--- src/logic/memWb_cfg.svh ---
`ifndef MEMWB_CFG_SVH
`define MEMWB_CFG_SVH

// Width of the integer data path.
`define DATA_W 32

// Destination address space. 0 to 31 are GPRs, the rest are CP0 slots.
`define DEST_W 7

// Slot that takes the faulting PC.
`define EPC_ADDR 7'd78

// Data RAM depth in 32-bit words.
`define RAM_WORDS 256

`endif

--- src/logic/memWbPkg.sv ---
`include "memWb_cfg.svh"

package memWbPkg;

    localparam int wbAdrW = $clog2(`RAM_WORDS); // Word address bits on the bus.

    typedef enum logic [1:0] {
        sizeByte = 2'd0,
        sizeHalf = 2'd1,
        sizeWord = 2'd2
    } accSizeT;

    typedef struct packed {
        logic    read;
        logic    write;
        accSizeT size;
        logic    signExt;
    } memOpT;

    // One result handed over from the execute stage.
    typedef struct packed {
        logic [`DATA_W-1:0]   aluResult; // Also the byte address for loads and stores.
        logic [`DATA_W-1:0]   storeData;
        memOpT                memOp;
        logic [`DEST_W-1:0]   dest;
        logic                 regWrite;
        logic                 excTaken;
        logic [`DATA_W-1:0]   pc;
        logic                 hiLoWe;
        logic [2*`DATA_W-1:0] hiLoData;
    } exMemT;

    typedef struct packed {
        logic [`DATA_W-1:0]   aluResult;
        logic [`DEST_W-1:0]   dest;
        logic                 regWrite;
        logic                 excTaken;
        logic [`DATA_W-1:0]   pc;
        logic                 hiLoWe;
        logic [2*`DATA_W-1:0] hiLoData;
        accSizeT              size;
        logic                 signExt;
        logic                 fromMem;
        logic [`DATA_W-1:0]   memWord; // Raw word as read from RAM.
    } memWbT;

    typedef struct packed {
        logic               we;
        logic [`DEST_W-1:0] addr;
        logic [`DATA_W-1:0] data;
    } rfWriteT;

    typedef struct packed {
        logic                 we;
        logic [2*`DATA_W-1:0] data;
    } hiLoWriteT;

    typedef struct packed {
        logic               cyc;
        logic               stb;
        logic               we;
        logic [wbAdrW-1:0]  adr;
        logic [3:0]         sel;
        logic [`DATA_W-1:0] datW;
    } wbReqT;

    typedef struct packed {
        logic               ack;
        logic [`DATA_W-1:0] datR;
    } wbRspT;

endpackage

--- src/logic/memAccessStage.sv ---
`timescale 1ns/1ns
`include "memWb_cfg.svh"

module memAccessStage
    import memWbPkg::*;
(
    input  logic   clk,
    input  logic   rstN,
    input  logic   inValid,
    output logic   inReady,
    input  exMemT  req,
    output logic   outValid,
    input  logic   outReady,
    output memWbT  res,
    output wbReqT  wbReq,
    input  wbRspT  wbRsp
);

    typedef enum logic [1:0] {
        stIdle,
        stBus,
        stDone
    } stateT;

    stateT              state;
    stateT              stateNext;
    logic               isMem;
    logic               busy;
    logic [3:0]         sel;
    logic [`DATA_W-1:0] datW;
    logic [`DATA_W-1:0] memWordQ;

    assign isMem = req.memOp.read || req.memOp.write;

    // The request stays in the input register until the result leaves,
    // so the bus fields can be taken straight from it.
    assign busy = (state == stIdle && inValid && isMem) || state == stBus;

    always_comb
    begin
        stateNext = state;
        case (state)
            stIdle: if (inValid && isMem) stateNext = stBus;
            stBus:  if (wbRsp.ack) stateNext = stDone;
            stDone: if (outReady) stateNext = stIdle;
            default: stateNext = stIdle;
        endcase
    end

    always_ff @(posedge clk or negedge rstN)
    begin
        if (!rstN)
            state <= stIdle;
        else
            state <= stateNext;
    end

    always_ff @(posedge clk)
    begin
        if (state == stBus && wbRsp.ack)
            memWordQ <= wbRsp.datR;
    end

    // Big-endian lanes. Address 0 is the top byte.
    always_comb
    begin
        case (req.memOp.size)
            sizeByte:
            begin
                datW = {4{req.storeData[7:0]}};
                sel  = 4'b1000 >> req.aluResult[1:0];
            end
            sizeHalf:
            begin
                datW = {2{req.storeData[15:0]}};
                sel  = req.aluResult[1] ? 4'b0011 : 4'b1100;
            end
            default:
            begin
                datW = req.storeData;
                sel  = 4'b1111;
            end
        endcase
    end

    always_comb
    begin
        wbReq.cyc  = busy;
        wbReq.stb  = busy;
        wbReq.we   = req.memOp.write;
        wbReq.adr  = req.aluResult[wbAdrW+1:2];
        wbReq.sel  = sel;
        wbReq.datW = datW;
    end

    assign outValid = (state == stIdle && inValid && !isMem) || state == stDone;
    assign inReady  = ((state == stIdle && !isMem) || state == stDone) && outReady;

    always_comb
    begin
        res.aluResult = req.aluResult;
        res.dest      = req.dest;
        res.regWrite  = req.regWrite;
        res.excTaken  = req.excTaken;
        res.pc        = req.pc;
        res.hiLoWe    = req.hiLoWe;
        res.hiLoData  = req.hiLoData;
        res.size      = req.memOp.size;
        res.signExt   = req.memOp.signExt;
        res.fromMem   = req.memOp.read;
        res.memWord   = memWordQ;
    end

    excNoMem: assert property (
        @(posedge clk) disable iff (!rstN)
        inValid && req.excTaken |-> !req.memOp.read && !req.memOp.write
    ) else $error("memAccessStage: excepting instruction carries a memory op");

    noReadWrite: assert property (
        @(posedge clk) disable iff (!rstN)
        inValid |-> !(req.memOp.read && req.memOp.write)
    ) else $error("memAccessStage: read and write both set");

    // Request held until the slave acks.
    busHold: assert property (
        @(posedge clk) disable iff (!rstN)
        wbReq.stb && !wbRsp.ack |=> wbReq.stb && $stable(wbReq)
    ) else $error("memAccessStage: bus request changed before ack");

endmodule

--- config.mk ---
export PLATFORM = sky130hd
export DESIGN_NAME = memAccessStage
export DESIGN_NICKNAME = d
export VERILOG_FILES = /design/src/logic/memWbPkg.sv /design/src/logic/memAccessStage.sv
export VERILOG_INCLUDE_DIRS = /design/src /design/src/logic
export SDC_FILE = /design/constraint.sdc
export NUM_CORES = 1
export LEC_CHECK = 0
export BUFFER_PORTS_ARGS = -buffer_cell sky130_fd_sc_hd__buf_2
export CELL_PAD_IN_SITES_DETAIL_PLACEMENT = 1
export CELL_PAD_IN_SITES_GLOBAL_PLACEMENT = 2
export CORE_AREA = 5 5 168 170
export CTS_CLUSTER_SIZE = 40
export DETAILED_ROUTE_END_ITERATION = 16
export DIE_AREA = 0 0 173 175
export PLACE_DENSITY_LB_ADDON = 0.25
export SYNTH_ARGS = -nofsm -noshare
export SYNTH_HDL_FRONTEND = slang
export SYNTH_SLANG_ARGS = --single-unit
--- constraint.sdc ---
create_clock -name clk -period 2.25 [get_ports clk]
set_input_delay 0.1125 -clock clk [delete_from_list [all_inputs] [get_ports clk]]
set_output_delay 0.1125 -clock clk [all_outputs]
set_load 0.05 [all_outputs]
==> flow_summary.json <==
{
  "status": "finished clean",
  "pin_count": 435,
  "drive_above_1_share_pct": 73.6,
  "die_width_microns": 173,
  "synth_area_sq_um": 2780,
  "die_h_microns": 175,
  "antenna_found_initial": 1,
  "synthAdderAreaFrac_pct": 0,
  "synth_top_area_cell": "buf_4",
  "num-nets-final": 469,
  "clk_pin_slew_ps": 50,
  "ys_types": 21,
  "cts_tree": "done",
  "yosysTopAreaCellShare_pct": 43.4,
  "synth_common_cells": "161 x buf_4, 32 x edfxtp_1, 13 x mux2_2, 9 x nand2_1",
  "synthMuxAreaShare_pct": 10.3,
  "cpPeakStageDelay_ps": 390,
  "synth_top_family_by_area": "buffers and inverters",
  "yosysSeqAreaShare_pct": 36.3,
  "clock_skew_ps": 4.78,
  "cts_made_buffers": 5,
  "period_needed_ps": 1520,
  "clk-insertion-delay-late_ps": 280,
  "multi_input_area_sq_um": 510,
  "hold_class": "input port to flip-flop",
  "synth_cells": 260,
  "io_buffers": 152,
  "drv_cap": 0,
  "cts.path.max_buffers": 2,
  "ys.warnings.count": 0,
  "drcViolationCount": 0,
  "path_class": "input port to output pin",
  "rsz0062_at_grt": "false",
  "synth_compound_area_share_pct": 4.76,
  "core_area_sq_um": 26600,
  "synth_area_leaders": "buf_4 43%, edfxtp_1 35%, mux2_2 5.3%",
  "initial_core_util_pct": 10.5,
  "final_cell_count_no_fill": 599,
  "worstRegToRegCells": 2,
  "root_buffer": "clkbuf_16",
  "crit_path_cell_trace": "buf_2, nor2_4, mux2_2, buf_2",
  "num_rows": 60,
  "setup_viol": 0,
  "end_kind": "output pin",
  "num_vias": 1683,
  "grt_remaining_overflow": 0,
  "max_slew_margin_pct": 60.2,
  "critPathMaxFanout": 25,
  "grt_max_degree": 32,
  "area_delta_synth_final_pct": 3.42,
  "dr.pass1.iters": 4,
  "crit_arrival_ps": 1400,
  "path_common_cell": "buf_2",
  "fill_cells": 3183,
  "hold_buffers": 1,
  "synth_xor_area_share_pct": 0,
  "avgViaCountPerCell": 2.81,
  "power_leakage_nw": 1.25,
  "num_antenna_cells": 0,
  "first_global_vias": 1999,
  "setup_tns_ps": 0,
  "syn_nets": 472,
  "drv_slew": 0,
  "ys_ff_latch": 34,
  "hold_depth": 1,
  "cp-start-kind": "input port",
  "fin_crit_sh_pct": 67.4,
  "cts_sinks": 34,
  "worst_pin_slew_ps": 597,
  "synthArstFlopShare_pct": 5.88,
  "postCtsSetupRepairBufs": 0,
  "hpwlAfterDp_mm": 8.80,
  "ant_nets": 0,
  "total_power_mw": 2.24,
  "yosysMostFrequentCell": "buf_4",
  "die_area_sq_um": 30300,
  "max_freq_mhz": 660,
  "dpl.cell_count": 590,
  "htree_levels": 2,
  "final-seq-area_sq_um": 1010,
  "synthSimpleGateAreaFrac_pct": 3.01,
  "synth_top_flop_cell": "edfxtp_1",
  "hold_violations": 0,
  "place.gp.congestion": 0.679,
  "crit_slowest_cell": "mux2_2",
  "grtUsageTotal_pct": 6.23,
  "wl_per_cell_microns": 16.6,
  "powerDensity_nw_per_um2": 777,
  "syn_avg_cell_area_sq_um": 10.7,
  "required_ps": 2140,
  "grt_pass1_wl_mm": 14.3,
  "totalWireLength_mm": 9.92,
  "peakVddDrop_mv": 0.225,
  "synth-edff-count": 32,
  "cts_resized": 0,
  "drtIter0Drc": 27
}
cells by family (layout without fill, tap and decap cells):
| family | count (synthesis) | in the layout |
|---|---|---|
| buf+inv | 167 | 165 |
| flops | 34 | 34 |
| mux | 25 | 25 |
| compound gates | 17 | 17 |
| simple gates | 17 | 17 |
stage by stage:
stage                     setup WS (ps)  hold slack [ps]  instance area, sq um  utilization (%)
final                               734             9.76                  2880             10.8
after global routing                653             1.33                  2880             10.8
after CTS                           679             1.28                  2880             10.8
after detailed placement            685            -98.0                  2730             10.3
after global placement              691             -100                  2730             10.3
after floorplan                     530             -183                  2790                -
routing by layer:
metal | vias to the layer above | wire length [microns] | track usage [%]
li1 | 690 | - | -
met1 | 741 | 3470 | 6.06
met2 | 189 | 4630 | 10.3
met3 | 63 | 1260 | 3.48
met4 | 0 | 571 | 3.82
met5 | - | 0 | 0
registers in the layout, summed over array words and instances (netlist names):
| name | count |
|---|---|
| memWordQ | 32 |
| state | 2 |
power by group:
group	leakage (nW)	internal, mW	switching (mW)
Clock	0.0683	0.404	0.238
Sequential	0.320	0.769	0.0249
Combinational	0.860	0.189	0.613
area by class of cell:
class,instances,share of cell area [%]
sequential,34,35.1
multi-input combinational,59,17.7
clock buffer,6,4.48
tap,341,14.8
clock inverter,2,0.304
inverter,2,0.261
timing repair buffer,155,27.3
layout by cell type (no fill, tap or decap), drive strengths merged:
cell         synthesis  final
o21ai                9      9
buf                165    154
mux2i                8      8
nand2b               1      1
o211a                1      1
clkbuf               0      6
edfxtp              32     32
a21oi                2      2
a21o                 3      3
o21bai               2      2
nand2                9      9
inv                  2      2
mux2                17     17
dfrtp                2      2
clkinv               0      2
nor2                 7      7
dlygate4sd3          0      1
critical path: cells and delay by family:
| kind | cells | cell delay (ps) |
|---|---|---|
| mux | 1 | 390 |
| simple gates | 1 | 380 |
| buf+inv | 2 | 500 |
worst paths after layout:
check	startpoint	end	slack (ps)
worst min-delay path	wbRsp[19]	memWordQ[19]$_DFFE_PP_	10
max in group asynchronous	rstN	state[1]$_DFFE_PN0P_	1970
worst max register to register	state[1]$_DFFE_PN0P_	memWordQ[29]$_DFFE_PP_	870
worst min register to register	state[1]$_DFFE_PN0P_	state[0]$_DFFE_PN0P_	590
worst max-delay path	req[108]	wbReq[15]	730
min in group asynchronous	rstN	state[0]$_DFFE_PN0P_	190
Power figures use the tool's default switching activity.
