### config.mk
export PLATFORM = sky130hd
export DESIGN_NAME = writebackStage
export DESIGN_NICKNAME = d
export VERILOG_FILES = /design/src/logic/memWbPkg.sv /design/src/logic/writebackStage.sv
export VERILOG_INCLUDE_DIRS = /design/src /design/src/logic
export SDC_FILE = /design/constraint.sdc
export NUM_CORES = 1
export LEC_CHECK = 0
export BUFFER_PORTS_ARGS = -buffer_cell sky130_fd_sc_hd__buf_2
export CORE_AREA = 3 3 114 116
export CTS_BUF_LIST = sky130_fd_sc_hd__clkbuf_16
export CTS_CLUSTER_DIAMETER = 150
export DETAILED_ROUTE_END_ITERATION = 8
export DIE_AREA = 0 0 117 119
export GPL_ROUTABILITY_DRIVEN = 0
export PLACE_DENSITY = 0.86
export SLEW_MARGIN = 20
export SYNTH_ARGS = -nofsm -noshare
export SYNTH_HDL_FRONTEND = slang
export SYNTH_SLANG_ARGS = --single-unit
### constraint.sdc
create_clock -name clk -period 0.8 [get_ports clk]
set_input_delay 0.04 -clock clk [delete_from_list [all_inputs] [get_ports clk]]
set_output_delay 0.04 -clock clk [all_outputs]
set_load 0.03 [all_outputs]
### src/logic/memWb_cfg.svh
`ifndef MEMWB_CFG_SVH
`define MEMWB_CFG_SVH

// Width of the integer data path.
`define DATA_W 32

// Destination address space. 0 to 31 are GPRs, the rest are CP0 slots.
`define DEST_W 7

// Slot that takes the faulting PC.
`define EPC_ADDR 7'd78

// Data RAM depth in 32-bit words.
`define RAM_WORDS 256

`endif

### src/logic/memWbPkg.sv
`include "memWb_cfg.svh"

package memWbPkg;

    localparam int wbAdrW = $clog2(`RAM_WORDS); // Word address bits on the bus.

    typedef enum logic [1:0] {
        sizeByte = 2'd0,
        sizeHalf = 2'd1,
        sizeWord = 2'd2
    } accSizeT;

    typedef struct packed {
        logic    read;
        logic    write;
        accSizeT size;
        logic    signExt;
    } memOpT;

    // One result handed over from the execute stage.
    typedef struct packed {
        logic [`DATA_W-1:0]   aluResult; // Also the byte address for loads and stores.
        logic [`DATA_W-1:0]   storeData;
        memOpT                memOp;
        logic [`DEST_W-1:0]   dest;
        logic                 regWrite;
        logic                 excTaken;
        logic [`DATA_W-1:0]   pc;
        logic                 hiLoWe;
        logic [2*`DATA_W-1:0] hiLoData;
    } exMemT;

    typedef struct packed {
        logic [`DATA_W-1:0]   aluResult;
        logic [`DEST_W-1:0]   dest;
        logic                 regWrite;
        logic                 excTaken;
        logic [`DATA_W-1:0]   pc;
        logic                 hiLoWe;
        logic [2*`DATA_W-1:0] hiLoData;
        accSizeT              size;
        logic                 signExt;
        logic                 fromMem;
        logic [`DATA_W-1:0]   memWord; // Raw word as read from RAM.
    } memWbT;

    typedef struct packed {
        logic               we;
        logic [`DEST_W-1:0] addr;
        logic [`DATA_W-1:0] data;
    } rfWriteT;

    typedef struct packed {
        logic                 we;
        logic [2*`DATA_W-1:0] data;
    } hiLoWriteT;

    typedef struct packed {
        logic               cyc;
        logic               stb;
        logic               we;
        logic [wbAdrW-1:0]  adr;
        logic [3:0]         sel;
        logic [`DATA_W-1:0] datW;
    } wbReqT;

    typedef struct packed {
        logic               ack;
        logic [`DATA_W-1:0] datR;
    } wbRspT;

endpackage

### src/logic/writebackStage.sv
`timescale 1ns/1ns
`include "memWb_cfg.svh"

module writebackStage
    import memWbPkg::*;
(
    input  logic      clk,
    input  logic      rstN,
    input  logic      inValid,
    input  memWbT     res,
    output rfWriteT   rfWrite,
    output hiLoWriteT hiLoWrite
);

    logic [7:0]         laneByte;
    logic [15:0]        laneHalf;
    logic [`DATA_W-1:0] loadVal;
    logic [`DATA_W-1:0] wrData;
    logic [`DEST_W-1:0] wrAddr;

    always_comb
    begin
        case (res.aluResult[1:0])
            2'd0: laneByte = res.memWord[31:24];
            2'd1: laneByte = res.memWord[23:16];
            2'd2: laneByte = res.memWord[15:8];
            default: laneByte = res.memWord[7:0];
        endcase
        laneHalf = res.aluResult[1] ? res.memWord[15:0] : res.memWord[31:16];
    end

    always_comb
    begin
        case (res.size)
            sizeByte: loadVal = {{(`DATA_W-8){res.signExt & laneByte[7]}}, laneByte};
            sizeHalf:
            begin
                if (res.aluResult[0])
                    loadVal = res.memWord; // Misaligned word comes back as is.
                else
                    loadVal = {{(`DATA_W-16){res.signExt & laneHalf[15]}}, laneHalf};
            end
            default: loadVal = res.memWord;
        endcase
    end

    // Exception overrides both the slot and the value.
    assign wrAddr = res.excTaken ? `EPC_ADDR : res.dest;
    assign wrData = res.excTaken ? res.pc : (res.fromMem ? loadVal : res.aluResult);

    always_ff @(posedge clk or negedge rstN)
    begin
        if (!rstN)
        begin
            rfWrite.we   <= 1'b0;
            hiLoWrite.we <= 1'b0;
        end
        else
        begin
            rfWrite.we     <= inValid && (res.regWrite || res.excTaken);
            hiLoWrite.we   <= inValid && res.hiLoWe;
            rfWrite.addr   <= wrAddr;
            rfWrite.data   <= wrData;
            hiLoWrite.data <= res.hiLoData;
        end
    end

    halfAligned: assert property (
        @(posedge clk) disable iff (!rstN)
        inValid && res.fromMem && res.size == sizeHalf |-> !res.aluResult[0]
    ) else $warning("writebackStage: misaligned halfword load at %h", res.aluResult);

endmodule

==> results.sh, run 1 <==
export IMPL_crit_path_max_incr_delay_ns=0.35
export IMPL_crit_arrival_ns=1.34
export IMPL_path_clk_slew_ns=0.08
export IMPL_die_y_um=119
export IMPL_wire_per_inst_um=23.6
export IMPL_cap_violations=0
export IMPL_core_sq_mm=0.0120
export IMPL_internal_power_uw=10800
export IMPL_area_sequential_sq_mm=0.00314
export IMPL_pre_cts_ws_ns=-0.738
export IMPL_drt_iter0_markers=543
export IMPL_required_ns=0.96
export IMPL_cts_buffers=9
export IMPL_path_depth=8
export IMPL_max_freq_mhz=849
export IMPL_switching_share_pct=30.8
export IMPL_root_buffer="clkbuf_16"
export IMPL_cts_buffer_depth=2
export IMPL_finalSetupViolCount=138
export IMPL_critPathBufInv=5
export IMPL_drc=0
export IMPL_rsz0062_at_grt="yes"
export IMPL_cts_sinks=105
export IMPL_hold_depth=3
export IMPL_startpoint_type="primary input"
export IMPL_cp_end_kind="flop"
export IMPL_ys_ff_latch=105
export IMPL_pwr_share_comb_pct=27.9
export IMPL_dieArea_sq_mm=0.0139
export IMPL_fp_row_count=40
export IMPL_ys_seq_area_share_pct=66.1
export IMPL_final_hold_violation_count=0
export IMPL_antenna_found_initial=1
export IMPL_synth_area_per_cell_sq_um=12.8
export IMPL_grt_pass1_vias=5362
export IMPL_hpwl_um=13400
export IMPL_gr_total_overflow=0
export IMPL_synth_area_leaders="edfxtp_1 (65%), a21oi_1 (5.7%), a311oi_1 (2.9%), nor2b_1 (2.8%), a22oi_1 (2.5%)"
export IMPL_start_util_pct=39.6
export IMPL_worst_pin_slew_ns=0.648
export IMPL_drive_gt1_share_pct=53.0
export IMPL_area_growth_pct=83.5
export IMPL_cpMaxStageDelayCell="o311ai_4"
export IMPL_post_route_util_pct=72.6
export IMPL_crit_path_max_fanout=5
export IMPL_crit_family="buffers and inverters"
export IMPL_syn_inst=373
export IMPL_async_flop_share_pct=1.90
export IMPL_status="finished with violations"
export IMPL_yosysTopAreaCell="edfxtp_1"
export IMPL_crit_top_cell="buf_6"
export IMPL_pin_count=282
export IMPL_fin_nets=930
export IMPL_grt_max_degree=39
export IMPL_power_per_cell_area_mw_per_mm2=1780
export IMPL_h_tree_depth=3
export IMPL_worstSetupPathType="primary input to flop"
export IMPL_fillers=715
export IMPL_syn_area_sq_mm=0.00476
export IMPL_setup_ws_ns=-0.377
export IMPL_synth_edf_count=103
export IMPL_synth_top_area_share_pct=65.0
export IMPL_grt_pass1_wl_um=31200
export IMPL_hold_path_startpoint="res[149]"
export IMPL_seqPwrFrac_pct=44.3
export IMPL_synth_commonest_cells="edfxtp_1 (103), a21oi_1 (54), nor2b_1 (21)"
export IMPL_whs_endpoint="rfWrite[7]"
export IMPL_ir_drop_mv=1.12
export IMPL_cp_cell_sequence="buf_6, buf_6, buf_4, o311ai_4, buf_6, buf_6, a22oi_2, o211ai_1"
export IMPL_synthFlopType="edfxtp_1"
export IMPL_failed_checks="negative setup slack"
export IMPL_synth_most_common_cell="edfxtp_1"
export IMPL_period_share_pct=147
export IMPL_track_usage_pct=30.1
export IMPL_routed_wl_um=21400
export IMPL_drv_slew=0
export IMPL_power_switching_uw=4790
export IMPL_leakage_uw=0.00366
export IMPL_tritoncts="yes"
export IMPL_total_power_uw=15500
export IMPL_via_count=5161
export IMPL_numPortBuffers=281
export IMPL_die_x_um=117
export IMPL_slew_headroom_pct=56.8
export IMPL_ant_nets=0
export IMPL_yosysWarnings=0
export IMPL_setup_tns_ns=-24.79
export IMPL_min_path_type="primary input to flop"
export IMPL_vias_per_cell=5.70
export IMPL_multi_input_area_sq_mm=0.00170
export IMPL_finalCriticalPeriod_ns=1.18
export IMPL_syn_nets=550
export IMPL_clkPwrFrac_pct=27.7
export IMPL_synth_cell_types=38
export IMPL_firstDrtPassIters=5
[flip-flops by register name, summed over array words and instances, names as in the netlist]
signal	flops
rfWrite	40
hiLoWrite	65
[cell type report]
class / count / area share (%)
clock buffer: 9 / 2.58
timing repair buffer: 402 / 38.4
antenna: 1 / 0.0287
multi-input combinational: 217 / 19.4
sequential: 105 / 36.0
tap: 147 / 2.11
inverter: 18 / 0.774
clock inverter: 7 / 0.631
[routing by layer]
metal | global-route usage (%) | share of wire [%] | vias up
met5 | 0 | 0 | -
met4 | 13.8 | 4.7 | 0
met3 | 6.45 | 9.1 | 74
met2 | 53.4 | 52 | 414
met1 | 33.8 | 34 | 2456
li1 | - | - | 2217
[cells in the final DEF (no fill, tap or decap), types with 2 or more instances in the layout]
master         netlist  final
nand2_1             14     14
dlygate4sd3_1        0     73
o221ai_1             8      2
buf_6                1    114
inv_1               18     18
a21oi_2              0     14
buf_8                0      2
o21ai_0              2      2
and2_1               2      2
buf_4                0     32
o211ai_1             9      9
a22oi_2              0      8
or3_1                2      2
inv_8                0      2
a21oi_1             54     39
edfxtp_1           103    103
mux2i_1              8      7
a311oi_1            16     16
and3_4               1      2
o221ai_2             0      6
nor2_1              20     19
a22oi_1             16      8
clkinvlp_4           0      2
dfrtp_1              2      2
buf_12               0      9
buf_2                8    170
nor2b_1             21     21
a221oi_2             0      8
o22ai_1             13     13
clkbuf_16            0      9
or2_4                0      5
[worst min-delay path, stage by stage]
cell     delay, ns
buf_2         0.08
o22ai_1       0.05
nor2_1        0.10
[kinds of logic (layout without fill, tap and decap cells)]
group           count (synthesis)  in the layout  synth area share [%]
compound gates                134            134                  19.3
flops                         105            105                  66.1
simple gates                   74             74                  8.29
buf+inv                        51            436                  4.39
mux                             9              9                  1.92
other cells                     0              1                     0
[worst max path at each step]
stage	start	to	slack, ns
final	res[143]	rfWrite[15]	-0.38
after global routing	res[143]	rfWrite[18]	-0.40
after CTS	res[143]	rfWrite[18]	-0.31
after detailed placement	res[143]	rfWrite[29]	-0.74
after global placement	res[143]	rfWrite[16]	-0.69
after floorplan	res[143]	rfWrite[20]	-0.59
[power by group through the flow]
stage	logic, uW	clock network, uW	registers, uW
2_1_floorplan	779	0	7810
3_3_place_gp	3100	0	6810
3_5_place_dp	3190	0	6830
4_1_cts	4180	4240	6840
5_1_grt	4550	4560	6920
6_report	4340	4310	6890
[metrics by stage]
step                area (sq um)  cells  hold slack, ns
floorplan                   4970    373          -0.256
global placement            6750    811           0.141
detailed placement          6750    811           0.150
CTS                         8660    905         -0.0338
global route                8720    906          0.0298
finish                      8720    906          0.0290
[what timing repair did]
action,in CTS,in global routing
setup endpoints to repair,137,139
setup buffers,4,1
pin swaps,15,9
hold endpoints to repair,73,1
gates cloned,2,0
hold buffers,72,1
gates resized for setup,251,13
No activity file was read; power rests on OpenSTA's default activity.
==> run 2, diff against run 1 <==
==> constraint.sdc (replaced) <==
create_clock -name clk -period 0.8 [get_ports clk]
set_input_delay 0.04 -clock clk [delete_from_list [all_inputs] [get_ports clk]]
set_output_delay 0.04 -clock clk [all_outputs]
set_load 0.005 [all_outputs]
==> results.sh, run 2 (synthesis results as in run 1) <==
export IMPL_crit_family="compound AO/OA/AOI/OAI gates"
export IMPL_dieArea_sq_mm=0.0139
export IMPL_status="finished with violations"
export IMPL_gr_total_overflow=0
export IMPL_firstDrtPassIters=7
export IMPL_antenna_found_initial=0
export IMPL_failed_checks="negative setup slack"
export IMPL_cp_cell_sequence="buf_6, mux2i_4, o311ai_4, a2111oi_4, buf_6, buf_12, a21oi_1"
export IMPL_largest_reg_flops=65
export IMPL_crit_path_max_fanout=8
export IMPL_grt_pass1_wl_um=28400
export IMPL_ant_nets=0
export IMPL_path_clk_slew_ns=0.08
export IMPL_setup_ws_ns=-0.371
export IMPL_finalSetupViolCount=139
export IMPL_rsz0062_at_grt="yes"
export IMPL_routed_wl_um=19400
export IMPL_root_buffer="clkbuf_16"
export IMPL_h_tree_depth=3
export IMPL_path_depth=7
export IMPL_die_x_um=117
export IMPL_fillers=860
export IMPL_fp_row_count=40
export IMPL_finalCriticalPeriod_ns=1.17
export IMPL_crit_arrival_ns=1.26
export IMPL_final_hold_violation_count=0
export IMPL_drt_iter0_markers=495
export IMPL_fin_nets=931
export IMPL_post_route_util_pct=67.0
export IMPL_setup_tns_ns=-19.40
export IMPL_drv_slew=0
export IMPL_die_y_um=119
export IMPL_cts_buffers=9
export IMPL_ir_drop_mv=0.952
export IMPL_largest_register="hiLoWrite"
export IMPL_leakage_uw=0.00344
export IMPL_startpoint_type="primary input"
export IMPL_worstSetupPathType="primary input to flop"
export IMPL_cts_buffer_depth=2
export IMPL_drive_gt1_share_pct=53.0
export IMPL_final_cell_mix="buf_2 (276), edfxtp_1 (103), dlygate4sd3_1 (73), a21oi_1 (41), buf_4 (33)"
export IMPL_crit_path_max_incr_delay_ns=0.32
export IMPL_slew_headroom_pct=67.7
export IMPL_vias_per_cell=5.65
export IMPL_via_count=5123
export IMPL_crit_top_cell="buf_6"
export IMPL_cp_end_kind="flop"
export IMPL_power_per_cell_area_mw_per_mm2=1710
export IMPL_cpMaxStageDelayCell="a2111oi_4"
export IMPL_hpwl_um=13400
export IMPL_core_sq_mm=0.0120
export IMPL_start_util_pct=39.6
export IMPL_hold_depth=2
export IMPL_diodes=0
export IMPL_final_common_cell="buf_2"
export IMPL_pin_count=282
export IMPL_track_usage_pct=27.2
export IMPL_numPortBuffers=281
export IMPL_required_ns=0.89
export IMPL_grt_max_degree=39
export IMPL_max_freq_mhz=854
export IMPL_cap_violations=0
export IMPL_critPathBufInv=3
export IMPL_cts_sinks=105
export IMPL_area_growth_pct=69.3
export IMPL_drc=0
export IMPL_wire_per_inst_um=21.4
export IMPL_tritoncts="yes"
export IMPL_worst_pin_slew_ns=0.484
export IMPL_min_path_type="primary input to flop"
export IMPL_grt_pass1_vias=5152
export IMPL_period_share_pct=146
export IMPL_largestRegisters="hiLoWrite: 65 flops, rfWrite: 40 flops"
[run 2: per-stage QoR]
step           hold slack, ns  setup WS [ns]  instance area [sq um]  std cells  power [uW]
5_1_grt                0.0382         -0.388                   8050        906       14300
3_3_place_gp            0.141         -0.690                   6750        811        9030
2_1_floorplan          -0.256         -0.591                   4970        373        7680
4_1_cts               -0.0338         -0.315                   8000        905       13700
6_report               0.0353         -0.371                   8050        906       13800
3_5_place_dp            0.150         -0.738                   6750        811        9130
[run 2: final timing paths]
kind / startpoint / slack, ns / end
max: res[142] / -0.37 / rfWrite[27]
max in group asynchronous: rstN / 0.23 / rfWrite[39]
min in group asynchronous: rstN / 0.44 / hiLoWrite[64]
min: res[135] / 0.04 / rfWrite[32]
[run 2: where the power goes]
group          internal [uW]  switching [uW]  total [uW]
sequential              6590             158        6740
clock                   2150            2050        4200
combinational           1460            1390        2850
total                  10200            3600       13800
[run 2: layer usage]
metal	routed length [um]	track usage [%]
met5	0	0
met4	901	14.3
met3	1810	6.20
met2	10300	48.5
met1	6390	29.3
[run 2: timing repair]
action                                 in CTS  in global routing
setup endpoints to repair                 137                138
gates resized for setup                    41                  9
hold buffers                               72                  1
pin swaps                                  15                  8
gates cloned                                2                  0
setup buffers                               4                  1
endpoints found under the hold margin      73                  1
[run 2: final cells by class]
| cell class | count | area [sq um] | area share (%) |
|---|---|---|---|
| clock inverter | 7 | 55.1 | 0.684 |
| tap | 147 | 184 | 2.28 |
| clock buffer | 9 | 225 | 2.80 |
| inverter | 18 | 67.6 | 0.839 |
| sequential | 105 | 3140 | 39.0 |
| timing repair buffer | 403 | 2690 | 33.4 |
| multi-input combinational | 217 | 1690 | 21.0 |
